--- config.mk ---
export PLATFORM = sky130hd
export DESIGN_NAME = microControllerBlock
export DESIGN_NICKNAME = d
export VERILOG_FILES = /design/src/verilog/usiBusPkg.sv /design/src/verilog/microControllerBlock.sv /design/src/verilog/usiSlaveRegs.sv /design/src/verilog/microControllerCsr.sv /design/src/verilog/usiCommandFsm.sv /design/src/verilog/usiTimeoutTimer.sv
export SDC_FILE = /design/constraint.sdc
export NUM_CORES = 1
export LEC_CHECK = 0
export BUFFER_PORTS_ARGS = -buffer_cell sky130_fd_sc_hd__buf_2
export CAP_MARGIN = 10
export CORE_AREA = 2 2 178 180
export DETAILED_ROUTE_END_ITERATION = 6
export DIE_AREA = 0 0 180 182
export HOLD_SLACK_MARGIN = 0.08
export PLACE_DENSITY = 0.62
export SYNTH_ARGS = -nofsm -noshare
export SYNTH_HDL_FRONTEND = slang
export SYNTH_SLANG_ARGS = --single-unit
--- constraint.sdc ---
create_clock -name sysClk -period 2.1 [get_ports sysClk]
set_input_delay 0 -clock sysClk [delete_from_list [all_inputs] [get_ports sysClk]]
set_output_delay 0 -clock sysClk [all_outputs]
set_load 0.02 [all_outputs]
--- src/verilog/usiBusPkg.sv ---
// USI bus package
// Address field widths and positions, opcode and FSM state enums
// Host command/response structs and the master bus drive struct

package usiBusPkg;

	//----------------------------------------
	// Field widths and positions
	//----------------------------------------
	// Data path width, shared by host and bus
	localparam int busDataBit = 32;
	// Full USI address field
	localparam int busAdrsBit = 16;
	// Slave select, up to 16 slaves
	localparam int slaveIdBit = 4;
	// Register offset inside one slave
	localparam int regOfsBit = 2;
	// Top address bit doubles as the read command
	localparam int adrsReadBit = busAdrsBit - 1;
	// Slave id sits just above the offset
	localparam int adrsIdLsb = regOfsBit;

	// Upper half of every slave identity word
	localparam logic [15:0] slaveSignature = 16'hA5C3;

	//----------------------------------------
	// Enums
	//----------------------------------------
	// Host opcode
	typedef enum logic
	{
		opWrite,
		opRead
	} usiOpE;

	// Command FSM states
	typedef enum logic [1:0]
	{
		stIdle,
		stIssue,
		stWaitRead,
		stRespond
	} usiStateE;

	//----------------------------------------
	// Structs
	//----------------------------------------
	// One host command, 39 bits
	typedef struct packed
	{
		usiOpE                  op;
		logic [slaveIdBit-1:0]  slaveId;
		logic [regOfsBit-1:0]   regOfs;
		logic [busDataBit-1:0]  wd;
	} hostCmdT;

	// Host response, rd is zero on timeout
	typedef struct packed
	{
		logic [busDataBit-1:0]  rd;
		logic                   timeout;
	} hostRespT;

	// Master drive toward all slaves, 49 bits
	typedef struct packed
	{
		logic [busDataBit-1:0]  wd;
		logic [busAdrsBit-1:0]  adrs;
		logic                   wEd;
	} usiMasterT;

endpackage
--- src/verilog/microControllerBlock.sv ---
// Bus-master subsystem top
// Command FSM, read timer, bus drive stage and the register slaves

`timescale 1ns/10ps

module microControllerBlock #(
	parameter int pBusBlockConnect = 2,
	parameter int pSlaveLatency    = 3,
	parameter int pTimeoutCycles   = 16
)(
	input  logic                sysClk,
	input  logic                rstN,
	input  usiBusPkg::hostCmdT  hostCmd,
	input  logic                hostValid,
	output logic                hostReady,
	output usiBusPkg::hostRespT hostResp,
	output logic                respValid
);

	import usiBusPkg::*;

	hostCmdT                     cmdLatched;
	usiMasterT                   usiBus;
	logic                        issuePulse;
	logic                        readHit;
	logic                        timerStart;
	logic                        expired;
	logic [busDataBit-1:0]       capturedRd;
	logic [busDataBit-1:0]       slaveRd;
	logic [pBusBlockConnect-1:0] slaveREd;
	logic [busDataBit-1:0]       slaveRdArr [pBusBlockConnect];

	//----------------------------------------
	// Master side
	//----------------------------------------
	usiCommandFsm usiCommandFsm_inst (
		.sysClk(sysClk), .rstN(rstN),
		.hostCmd(hostCmd), .hostValid(hostValid), .hostReady(hostReady),
		.issuePulse(issuePulse), .cmdLatched(cmdLatched),
		.readHit(readHit), .capturedRd(capturedRd),
		.timerStart(timerStart), .expired(expired),
		.hostResp(hostResp), .respValid(respValid)
	);

	// An answer stops the timer
	usiTimeoutTimer #(.pTimeoutCycles(pTimeoutCycles)) usiTimeoutTimer_inst (
		.sysClk(sysClk), .rstN(rstN),
		.timerStart(timerStart), .timerStop(readHit), .expired(expired)
	);

	microControllerCsr #(.pBusBlockConnect(pBusBlockConnect)) microControllerCsr_inst (
		.sysClk(sysClk), .rstN(rstN),
		.issuePulse(issuePulse), .cmdLatched(cmdLatched), .usiBus(usiBus),
		.slaveRd(slaveRd), .slaveREd(slaveREd),
		.readHit(readHit), .capturedRd(capturedRd)
	);

	//----------------------------------------
	// Slaves, id equals bus position
	//----------------------------------------
	for (genvar gi = 0; gi < pBusBlockConnect; gi++)
	begin : gSlave
		usiSlaveRegs #(.pSlaveId(gi), .pSlaveLatency(pSlaveLatency)) usiSlaveRegs_inst (
			.sysClk(sysClk), .rstN(rstN), .usiBus(usiBus),
			.rd(slaveRdArr[gi]), .rEd(slaveREd[gi])
		);
	end

	// Idle slaves drive zero
	always_comb
	begin
		slaveRd = '0;
		for (int i = 0; i < pBusBlockConnect; i++)
			slaveRd = slaveRd | slaveRdArr[i];
	end

endmodule

--- src/verilog/usiSlaveRegs.sv ---
// USI register slave
// Three read/write registers and a read-only identity word
// Read answers come back after a fixed latency with a one-cycle rEd

`timescale 1ns/10ps

module usiSlaveRegs #(
	parameter int pSlaveId      = 0,
	parameter int pSlaveLatency = 3
)(
	input  logic                 sysClk,
	input  logic                 rstN,
	input  usiBusPkg::usiMasterT usiBus,
	output logic [31:0]          rd,
	output logic                 rEd
);

	import usiBusPkg::*;

	localparam int cntBit = $clog2(pSlaveLatency + 1);

	logic [busDataBit-1:0] regFile [3];
	logic [slaveIdBit-1:0] adrsId;
	logic [regOfsBit-1:0]  adrsOfs;
	logic                  idHit;
	logic                  wrHit;
	logic                  rdCmd;
	logic                  busy;
	logic [cntBit-1:0]     latCnt;
	logic [regOfsBit-1:0]  rdOfs;
	logic [busDataBit-1:0] rdVal;

	//----------------------------------------
	// Address decode
	//----------------------------------------
	assign adrsId = usiBus.adrs[adrsIdLsb +: slaveIdBit];
	assign adrsOfs = usiBus.adrs[regOfsBit-1:0];
	assign idHit = usiBus.wEd && (adrsId == slaveIdBit'(pSlaveId));
	assign wrHit = idHit && !usiBus.adrs[adrsReadBit];
	assign rdCmd = idHit && usiBus.adrs[adrsReadBit];

	// Writes to offset 3 match no entry and drop
	always_ff @(posedge sysClk or negedge rstN)
	begin
		if (!rstN)
		begin
			for (int i = 0; i < 3; i++)
				regFile[i] <= '0;
		end
		else
		begin
			for (int i = 0; i < 3; i++)
				if (wrHit && (adrsOfs == regOfsBit'(i)))
					regFile[i] <= usiBus.wd;
		end
	end

	//----------------------------------------
	// Read latency
	//----------------------------------------
	always_ff @(posedge sysClk or negedge rstN)
	begin
		if (!rstN)
		begin
			busy <= 1'b0;
			latCnt <= '0;
		end
		else if (!busy)
		begin
			if (rdCmd)
			begin
				busy <= 1'b1;
				latCnt <= cntBit'(pSlaveLatency - 1);
			end
		end
		// Reads arriving while busy are ignored
		else if (latCnt == '0)
			busy <= 1'b0;
		else
			latCnt <= latCnt - 1'b1;
	end

	// Offset held for the answer cycle
	always_ff @(posedge sysClk)
	begin
		if (rdCmd && !busy)
			rdOfs <= adrsOfs;
	end

	always_comb
	begin
		case (rdOfs)
			2'd0: rdVal = regFile[0];
			2'd1: rdVal = regFile[1];
			2'd2: rdVal = regFile[2];
			default: rdVal = {slaveSignature, 16'(pSlaveId)};
		endcase
	end

	// Drive zero outside the answer cycle so the top can OR
	assign rEd = busy && (latCnt == '0);
	assign rd = rEd ? rdVal : '0;

endmodule

--- src/verilog/microControllerCsr.sv ---
// Bus drive and read capture stage
// Packs the latched command into the USI address field, registers the drive
// and selects the read answer from the slave read-enables

`timescale 1ns/10ps

module microControllerCsr #(
	parameter int pBusBlockConnect = 2
)(
	input  logic                        sysClk,
	input  logic                        rstN,
	// From FSM
	input  logic                        issuePulse,
	input  usiBusPkg::hostCmdT          cmdLatched,
	// USI bus master drive
	output usiBusPkg::usiMasterT        usiBus,
	// Slave answers
	input  logic [31:0]                 slaveRd,
	input  logic [pBusBlockConnect-1:0] slaveREd,
	// Back to FSM
	output logic                        readHit,
	output logic [31:0]                 capturedRd
);

	import usiBusPkg::*;

	logic [busAdrsBit-1:0] nextAdrs;
	logic [busDataBit-1:0] busWd;
	logic [busAdrsBit-1:0] busAdrs;
	logic                  busWEd;
	logic                  readPending;
	logic                  anyREd;

	//----------------------------------------
	// Address/command packing
	//----------------------------------------
	always_comb
	begin
		// Unused middle bits stay zero
		nextAdrs = '0;
		nextAdrs[adrsReadBit] = (cmdLatched.op == opRead);
		nextAdrs[adrsIdLsb +: slaveIdBit] = cmdLatched.slaveId;
		nextAdrs[regOfsBit-1:0] = cmdLatched.regOfs;
	end

	// Payload, only sampled by slaves under wEd
	always_ff @(posedge sysClk)
	begin
		if (issuePulse)
		begin
			busAdrs <= nextAdrs;
			// Reads carry no data
			busWd <= (cmdLatched.op == opWrite) ? cmdLatched.wd : '0;
		end
	end

	// Strobe and outstanding-read flag
	always_ff @(posedge sysClk or negedge rstN)
	begin
		if (!rstN)
		begin
			busWEd <= 1'b0;
			readPending <= 1'b0;
		end
		else
		begin
			// One-cycle strobe, one cycle after issue
			busWEd <= issuePulse;
			if (issuePulse)
				readPending <= (cmdLatched.op == opRead);
			else if (readHit)
				readPending <= 1'b0;
		end
	end

	assign usiBus = '{wd: busWd, adrs: busAdrs, wEd: busWEd};

	//----------------------------------------
	// Read capture
	//----------------------------------------
	assign anyREd = |slaveREd;
	// Answers only count against an outstanding read
	assign readHit = readPending && anyREd;
	assign capturedRd = readHit ? slaveRd : '0;

	// At most one slave answers at a time
	assert property (@(posedge sysClk) disable iff (!rstN) $onehot0(slaveREd))
		else $error("slaveREd not one-hot");

	// Slaves never answer without a read on the bus
	assert property (@(posedge sysClk) disable iff (!rstN) anyREd |-> readPending)
		else $error("read-enable without a pending read");

endmodule

--- src/verilog/usiCommandFsm.sv ---
// Host command FSM
// Latches one command, issues it to the bus stage, waits for the answer
// or the timer, and returns a single-cycle response

`timescale 1ns/10ps

module usiCommandFsm
(
	input  logic               sysClk,
	input  logic               rstN,
	// Host side
	input  usiBusPkg::hostCmdT hostCmd,
	input  logic               hostValid,
	output logic               hostReady,
	// Bus stage side
	output logic               issuePulse,
	output usiBusPkg::hostCmdT cmdLatched,
	input  logic               readHit,
	input  logic [31:0]        capturedRd,
	// Timer side
	output logic               timerStart,
	input  logic               expired,
	// Response
	output usiBusPkg::hostRespT hostResp,
	output logic               respValid
);

	import usiBusPkg::*;

	usiStateE state;
	logic     accept;

	// Ready only while idle and not in the response cycle
	assign hostReady = (state == stIdle) && !respValid;
	assign accept = hostValid && hostReady;

	// Bus stage loads the latched command during stIssue
	assign issuePulse = (state == stIssue);
	// Timer runs for reads only
	assign timerStart = issuePulse && (cmdLatched.op == opRead);

	//----------------------------------------
	// State and response strobe
	//----------------------------------------
	always_ff @(posedge sysClk or negedge rstN)
	begin
		if (!rstN)
		begin
			state <= stIdle;
			respValid <= 1'b0;
		end
		else
		begin
			respValid <= 1'b0;
			case (state)
				stIdle:
					if (accept)
						state <= stIssue;
				stIssue:
					// Writes need no answer from the slave
					if (cmdLatched.op == opWrite)
						state <= stRespond;
					else
						state <= stWaitRead;
				stWaitRead:
					if (readHit || expired)
					begin
						respValid <= 1'b1;
						state <= stIdle;
					end
				stRespond:
				begin
					respValid <= 1'b1;
					state <= stIdle;
				end
				default:
					state <= stIdle;
			endcase
		end
	end

	//----------------------------------------
	// Command and response payload
	//----------------------------------------
	always_ff @(posedge sysClk)
	begin
		if (accept)
			cmdLatched <= hostCmd;
		case (state)
			stRespond:
				hostResp <= '{rd: '0, timeout: 1'b0};
			stWaitRead:
				// Answer wins over a same-cycle expiry
				if (readHit)
					hostResp <= '{rd: capturedRd, timeout: 1'b0};
				else if (expired)
					hostResp <= '{rd: '0, timeout: 1'b1};
			default:
				;
		endcase
	end

	// Response strobe is always a single cycle
	assert property (@(posedge sysClk) disable iff (!rstN) respValid |=> !respValid)
		else $error("respValid held for two cycles");

endmodule

--- src/verilog/usiTimeoutTimer.sv ---
// Read timeout timer
// Loads on start, counts down while armed, pulses expired at zero

`timescale 1ns/10ps

module usiTimeoutTimer #(
	parameter int pTimeoutCycles = 16
)(
	input  logic sysClk,
	input  logic rstN,
	input  logic timerStart,
	input  logic timerStop,
	output logic expired
);

	localparam int cntBit = $clog2(pTimeoutCycles + 1);

	logic              armed;
	logic [cntBit-1:0] count;

	always_ff @(posedge sysClk or negedge rstN)
	begin
		if (!rstN)
		begin
			armed <= 1'b0;
			count <= '0;
			expired <= 1'b0;
		end
		else
		begin
			expired <= 1'b0;
			if (timerStart)
			begin
				armed <= 1'b1;
				count <= cntBit'(pTimeoutCycles - 1);
			end
			else if (timerStop)
				armed <= 1'b0;
			else if (armed)
			begin
				// Last count, fire once and disarm
				if (count == '0)
				begin
					expired <= 1'b1;
					armed <= 1'b0;
				end
				else
					count <= count - 1'b1;
			end
		end
	end

	// Expiry only comes from a running, unstopped count
	assert property (@(posedge sysClk) disable iff (!rstN)
		expired |-> $past(armed && !timerStop && !timerStart))
		else $error("expired while timer disarmed");

endmodule

==> reports/summary.txt <==
outcome - complete, no violations
Post-Synthesis Cells - 943
layout cell share with drive strength beyond 1 - 39.7%
n_diodes - 0
Starting DRT DRC Count - 422
Final Max Slew Viols - 0
Distinct cells, synth - 41
unrepaired setup endpoints after global routing - yes
via/cell ratio - 5.27
Clk Latency, worst-skew pair - 510 ps
# nets final - 1127
Placeable Area - 31000 um^2
Root Driver - clkbuf_16
R2R cell count - 5
number of flops mapped to enable cells by yosys - 115
Async S/R FF share, synth - 64.6%
antenna violations before repair - 1
area grow syn2layout - 19.8%
Antenna Nets Post-Route - 0
Initial Utilization - 44.3%
Ys Warns - 0
# H-tree levels - 2
register area - 8710 um^2
Num CTS Buffers - 36
grt total ovfl - 0
via count - 7958
Seq/Total Area, Yosys - 63.4%
DR DRC count - 0
CTS tree - built
final worst slack - 9.83 ps
Final GP Congestion - 0.736
Critical Path RT - 2490 ps
Die Wd - 180 um
Worst Skew - 11.2 ps
predominant post-synthesis flop cell - dfrtp_1
fin crit share - 99.5%
Syn Nets - 988
PD cells - 1060 nW/um^2
footprint of the multi-input gates - 4610 um^2
largest net degree at the start of global routing - 86
mapped cell area - 13700 um^2
worst-path maximum fanout - 12
leakage - 7.23 nW
final hold vios - 0
register bit total from synthesis - 325
DRT Wirelength - 28900 um
vias in the first global route - 8195
Clock Path Buffers - 3
post-layout min period - 2090 ps
global router's overall resource usage - 18.0%
CP arrival - 2480 ps
filler instances - 2592
Reg-to-Reg Start - microControllerCsr_inst.busAdrs[4]$_DFFE_PN_
DR WL/cell - 19.1 um
DRT Pass-1 Iters - 4
Syn Area/Cell - 14.6 um^2
DIE AREA - 32800 um^2
r2r setup slk - 10 ps
Max Clk Rate - 0.478 GHz
Max Cap Viol - 0
worst-margin pin slew - 654 ps
post-synth top area share - 38.3%
Max rail drop VDD - 1100 uV
leading cell type in the layout, fill and taps excluded - mux2_2
worst slack at placement - 66.8 ps
Row Count - 65
CTS clk-pin slew, worst paths - 60 ps
capturing element type of the critical path - register
Slew headroom - 56.4%
hpwl dp - 17100 um
Yosys top cell by area - dfrtp_1
clock sinks - 325
Port-buffer cells - 76
Worst setup SP type - register
top cells by area, synth - dfrtp_1 38%, edfxtp_1 25%, mux2_2 20%
Die Y - 182 um
Hold WC Path Type - in -> async
most frequent cells in the layout - 247 x mux2_2, 210 x dfrtp_1, 115 x edfxtp_1
final setup vio count - 0
WS Path Type - reg -> reg
first-pass GRT wire length - 46400 um
setup tns final - 0 ps
reg2reg end - gSlave[0].usiSlaveRegs_inst.regFile[74]$_DFFE_PN0P_
IO Pins - 77
==> state kept, by name (all words and copies together) (netlist names) <==
| signal | cells |
|---|---|
| microControllerCsr_inst.busAdrs | 7 |
| usiCommandFsm_inst.respValid | 1 |
| usiCommandFsm_inst.cmdLatched | 39 |
| microControllerCsr_inst.readPending | 1 |
| usiCommandFsm_inst.hostResp | 33 |
| microControllerCsr_inst.busWd | 32 |
| microControllerCsr_inst.busWEd | 1 |
| usiCommandFsm_inst.state | 2 |
| usiTimeoutTimer_inst.armed | 1 |
| gSlave.usiSlaveRegs_inst.regFile | 192 |
| gSlave.usiSlaveRegs_inst.rdOfs | 4 |
| usiTimeoutTimer_inst.count | 5 |
| gSlave.usiSlaveRegs_inst.latCnt | 4 |
| usiTimeoutTimer_inst.expired | 1 |
| gSlave.usiSlaveRegs_inst.busy | 2 |
==> cells by family (layout without fill, tap and decap cells) <==
logic type      after synthesis  count (layout)  synth area share (%)
flops                       325             325                  63.4
mux                         257             257                  21.3
compound gates              162             162                  7.06
simple gates                103             103                  4.81
buf+inv                      92             257                  3.10
fa+ha+maj                     3               3                 0.273
xor+xnor                      1               1                0.0638
==> final cells by class <==
type,count,area share [%]
clock inverter,11,0.828
multi-input combinational,526,28.0
timing repair buffer,158,8.07
clock buffer,53,6.35
tap,402,3.05
sequential,325,52.9
inverter,35,0.798
==> synth_stat cells (all sizes together) (3+ instances only) <==
library cell / n
and2: 4
inv: 35
mux2: 257
edfxtp: 115
o221ai: 17
o211ai: 26
nor2: 8
nand3: 5
ha: 3
nor2b: 34
a21oi: 59
nand2b: 27
clkbuf: 34
o21ai: 51
nand2: 12
buf: 23
dfrtp: 210
==> routing by layer <==
layer / routed length, um / global-route usage, % / vias to the layer above / share of wire [%]
li1: - / - / 3720 / -
met1: 13400 / 26.1 / 4038 / 46
met2: 13500 / 28.5 / 152 / 47
met3: 1380 / 2.85 / 48 / 4.8
met4: 603 / 4.72 / 0 / 2.1
met5: 0 / 0 / - / 0
==> worst max-delay path by stage <==
stage	slack [ps]	start	depth (start not counted)	endpoint
2_1_floorplan	60	usiCommandFsm_inst.respValid$_DFF_PN0_	2	usiCommandFsm_inst.cmdLatched[0]$_DFFE_PP_
3_3_place_gp	90	microControllerCsr_inst.busAdrs[3]$_DFFE_PN_	4	gSlave[0].usiSlaveRegs_inst.regFile[73]$_DFFE_PN0P_
3_5_place_dp	70	microControllerCsr_inst.busAdrs[3]$_DFFE_PN_	4	gSlave[0].usiSlaveRegs_inst.regFile[76]$_DFFE_PN0P_
4_1_cts	60	microControllerCsr_inst.busAdrs[3]$_DFFE_PN_	4	gSlave[0].usiSlaveRegs_inst.regFile[76]$_DFFE_PN0P_
5_1_grt	-20	microControllerCsr_inst.busAdrs[4]$_DFFE_PN_	5	gSlave[0].usiSlaveRegs_inst.regFile[95]$_DFFE_PN0P_
6_report	10	microControllerCsr_inst.busAdrs[4]$_DFFE_PN_	5	gSlave[0].usiSlaveRegs_inst.regFile[74]$_DFFE_PN0P_
==> metrics by stage <==
step / power (mW) / instance area, um^2 / util (%) / hold slack (ps) / cells
6_report: 17.4 / 16500 / 53.1 / 87.2 / 1510
5_1_grt: 18.3 / 16500 / 53.1 / 127 / 1510
4_1_cts: 17.7 / 16400 / 53.0 / 115 / 1507
3_5_place_dp: 11.3 / 14800 / 47.8 / -125 / 1402
3_3_place_gp: 11.2 / 14800 / 47.8 / -127 / 1402
2_1_floorplan: 10.2 / 13700 / - / -296 / 943
==> power breakdown <==
| group | total, mW | leakage, nW | switching (mW) | internal [mW] |
|---|---|---|---|---|
| combinational | 2.52 | 2.69 | 1.37 | 1.15 |
| sequential | 8.67 | 3.97 | 0.719 | 7.95 |
| clock | 6.26 | 0.573 | 2.43 | 3.82 |
==> timing repair <==
action	4_1_cts	5_1_grt
endpoints found under the hold margin	249	0
setup endpoints to repair	0	10
gates resized for setup	0	2
hold buffers	41	0
buffers inserted	0	2
==> worst max-delay path, stage by stage (launching register included) <==
cell and delay (ps):
edfxtp_1 380, or4b_4 610, nor4b_4 290, buf_4 180, clkbuf_16 180, mux2_2 330
Power figures use the tool's default switching activity.
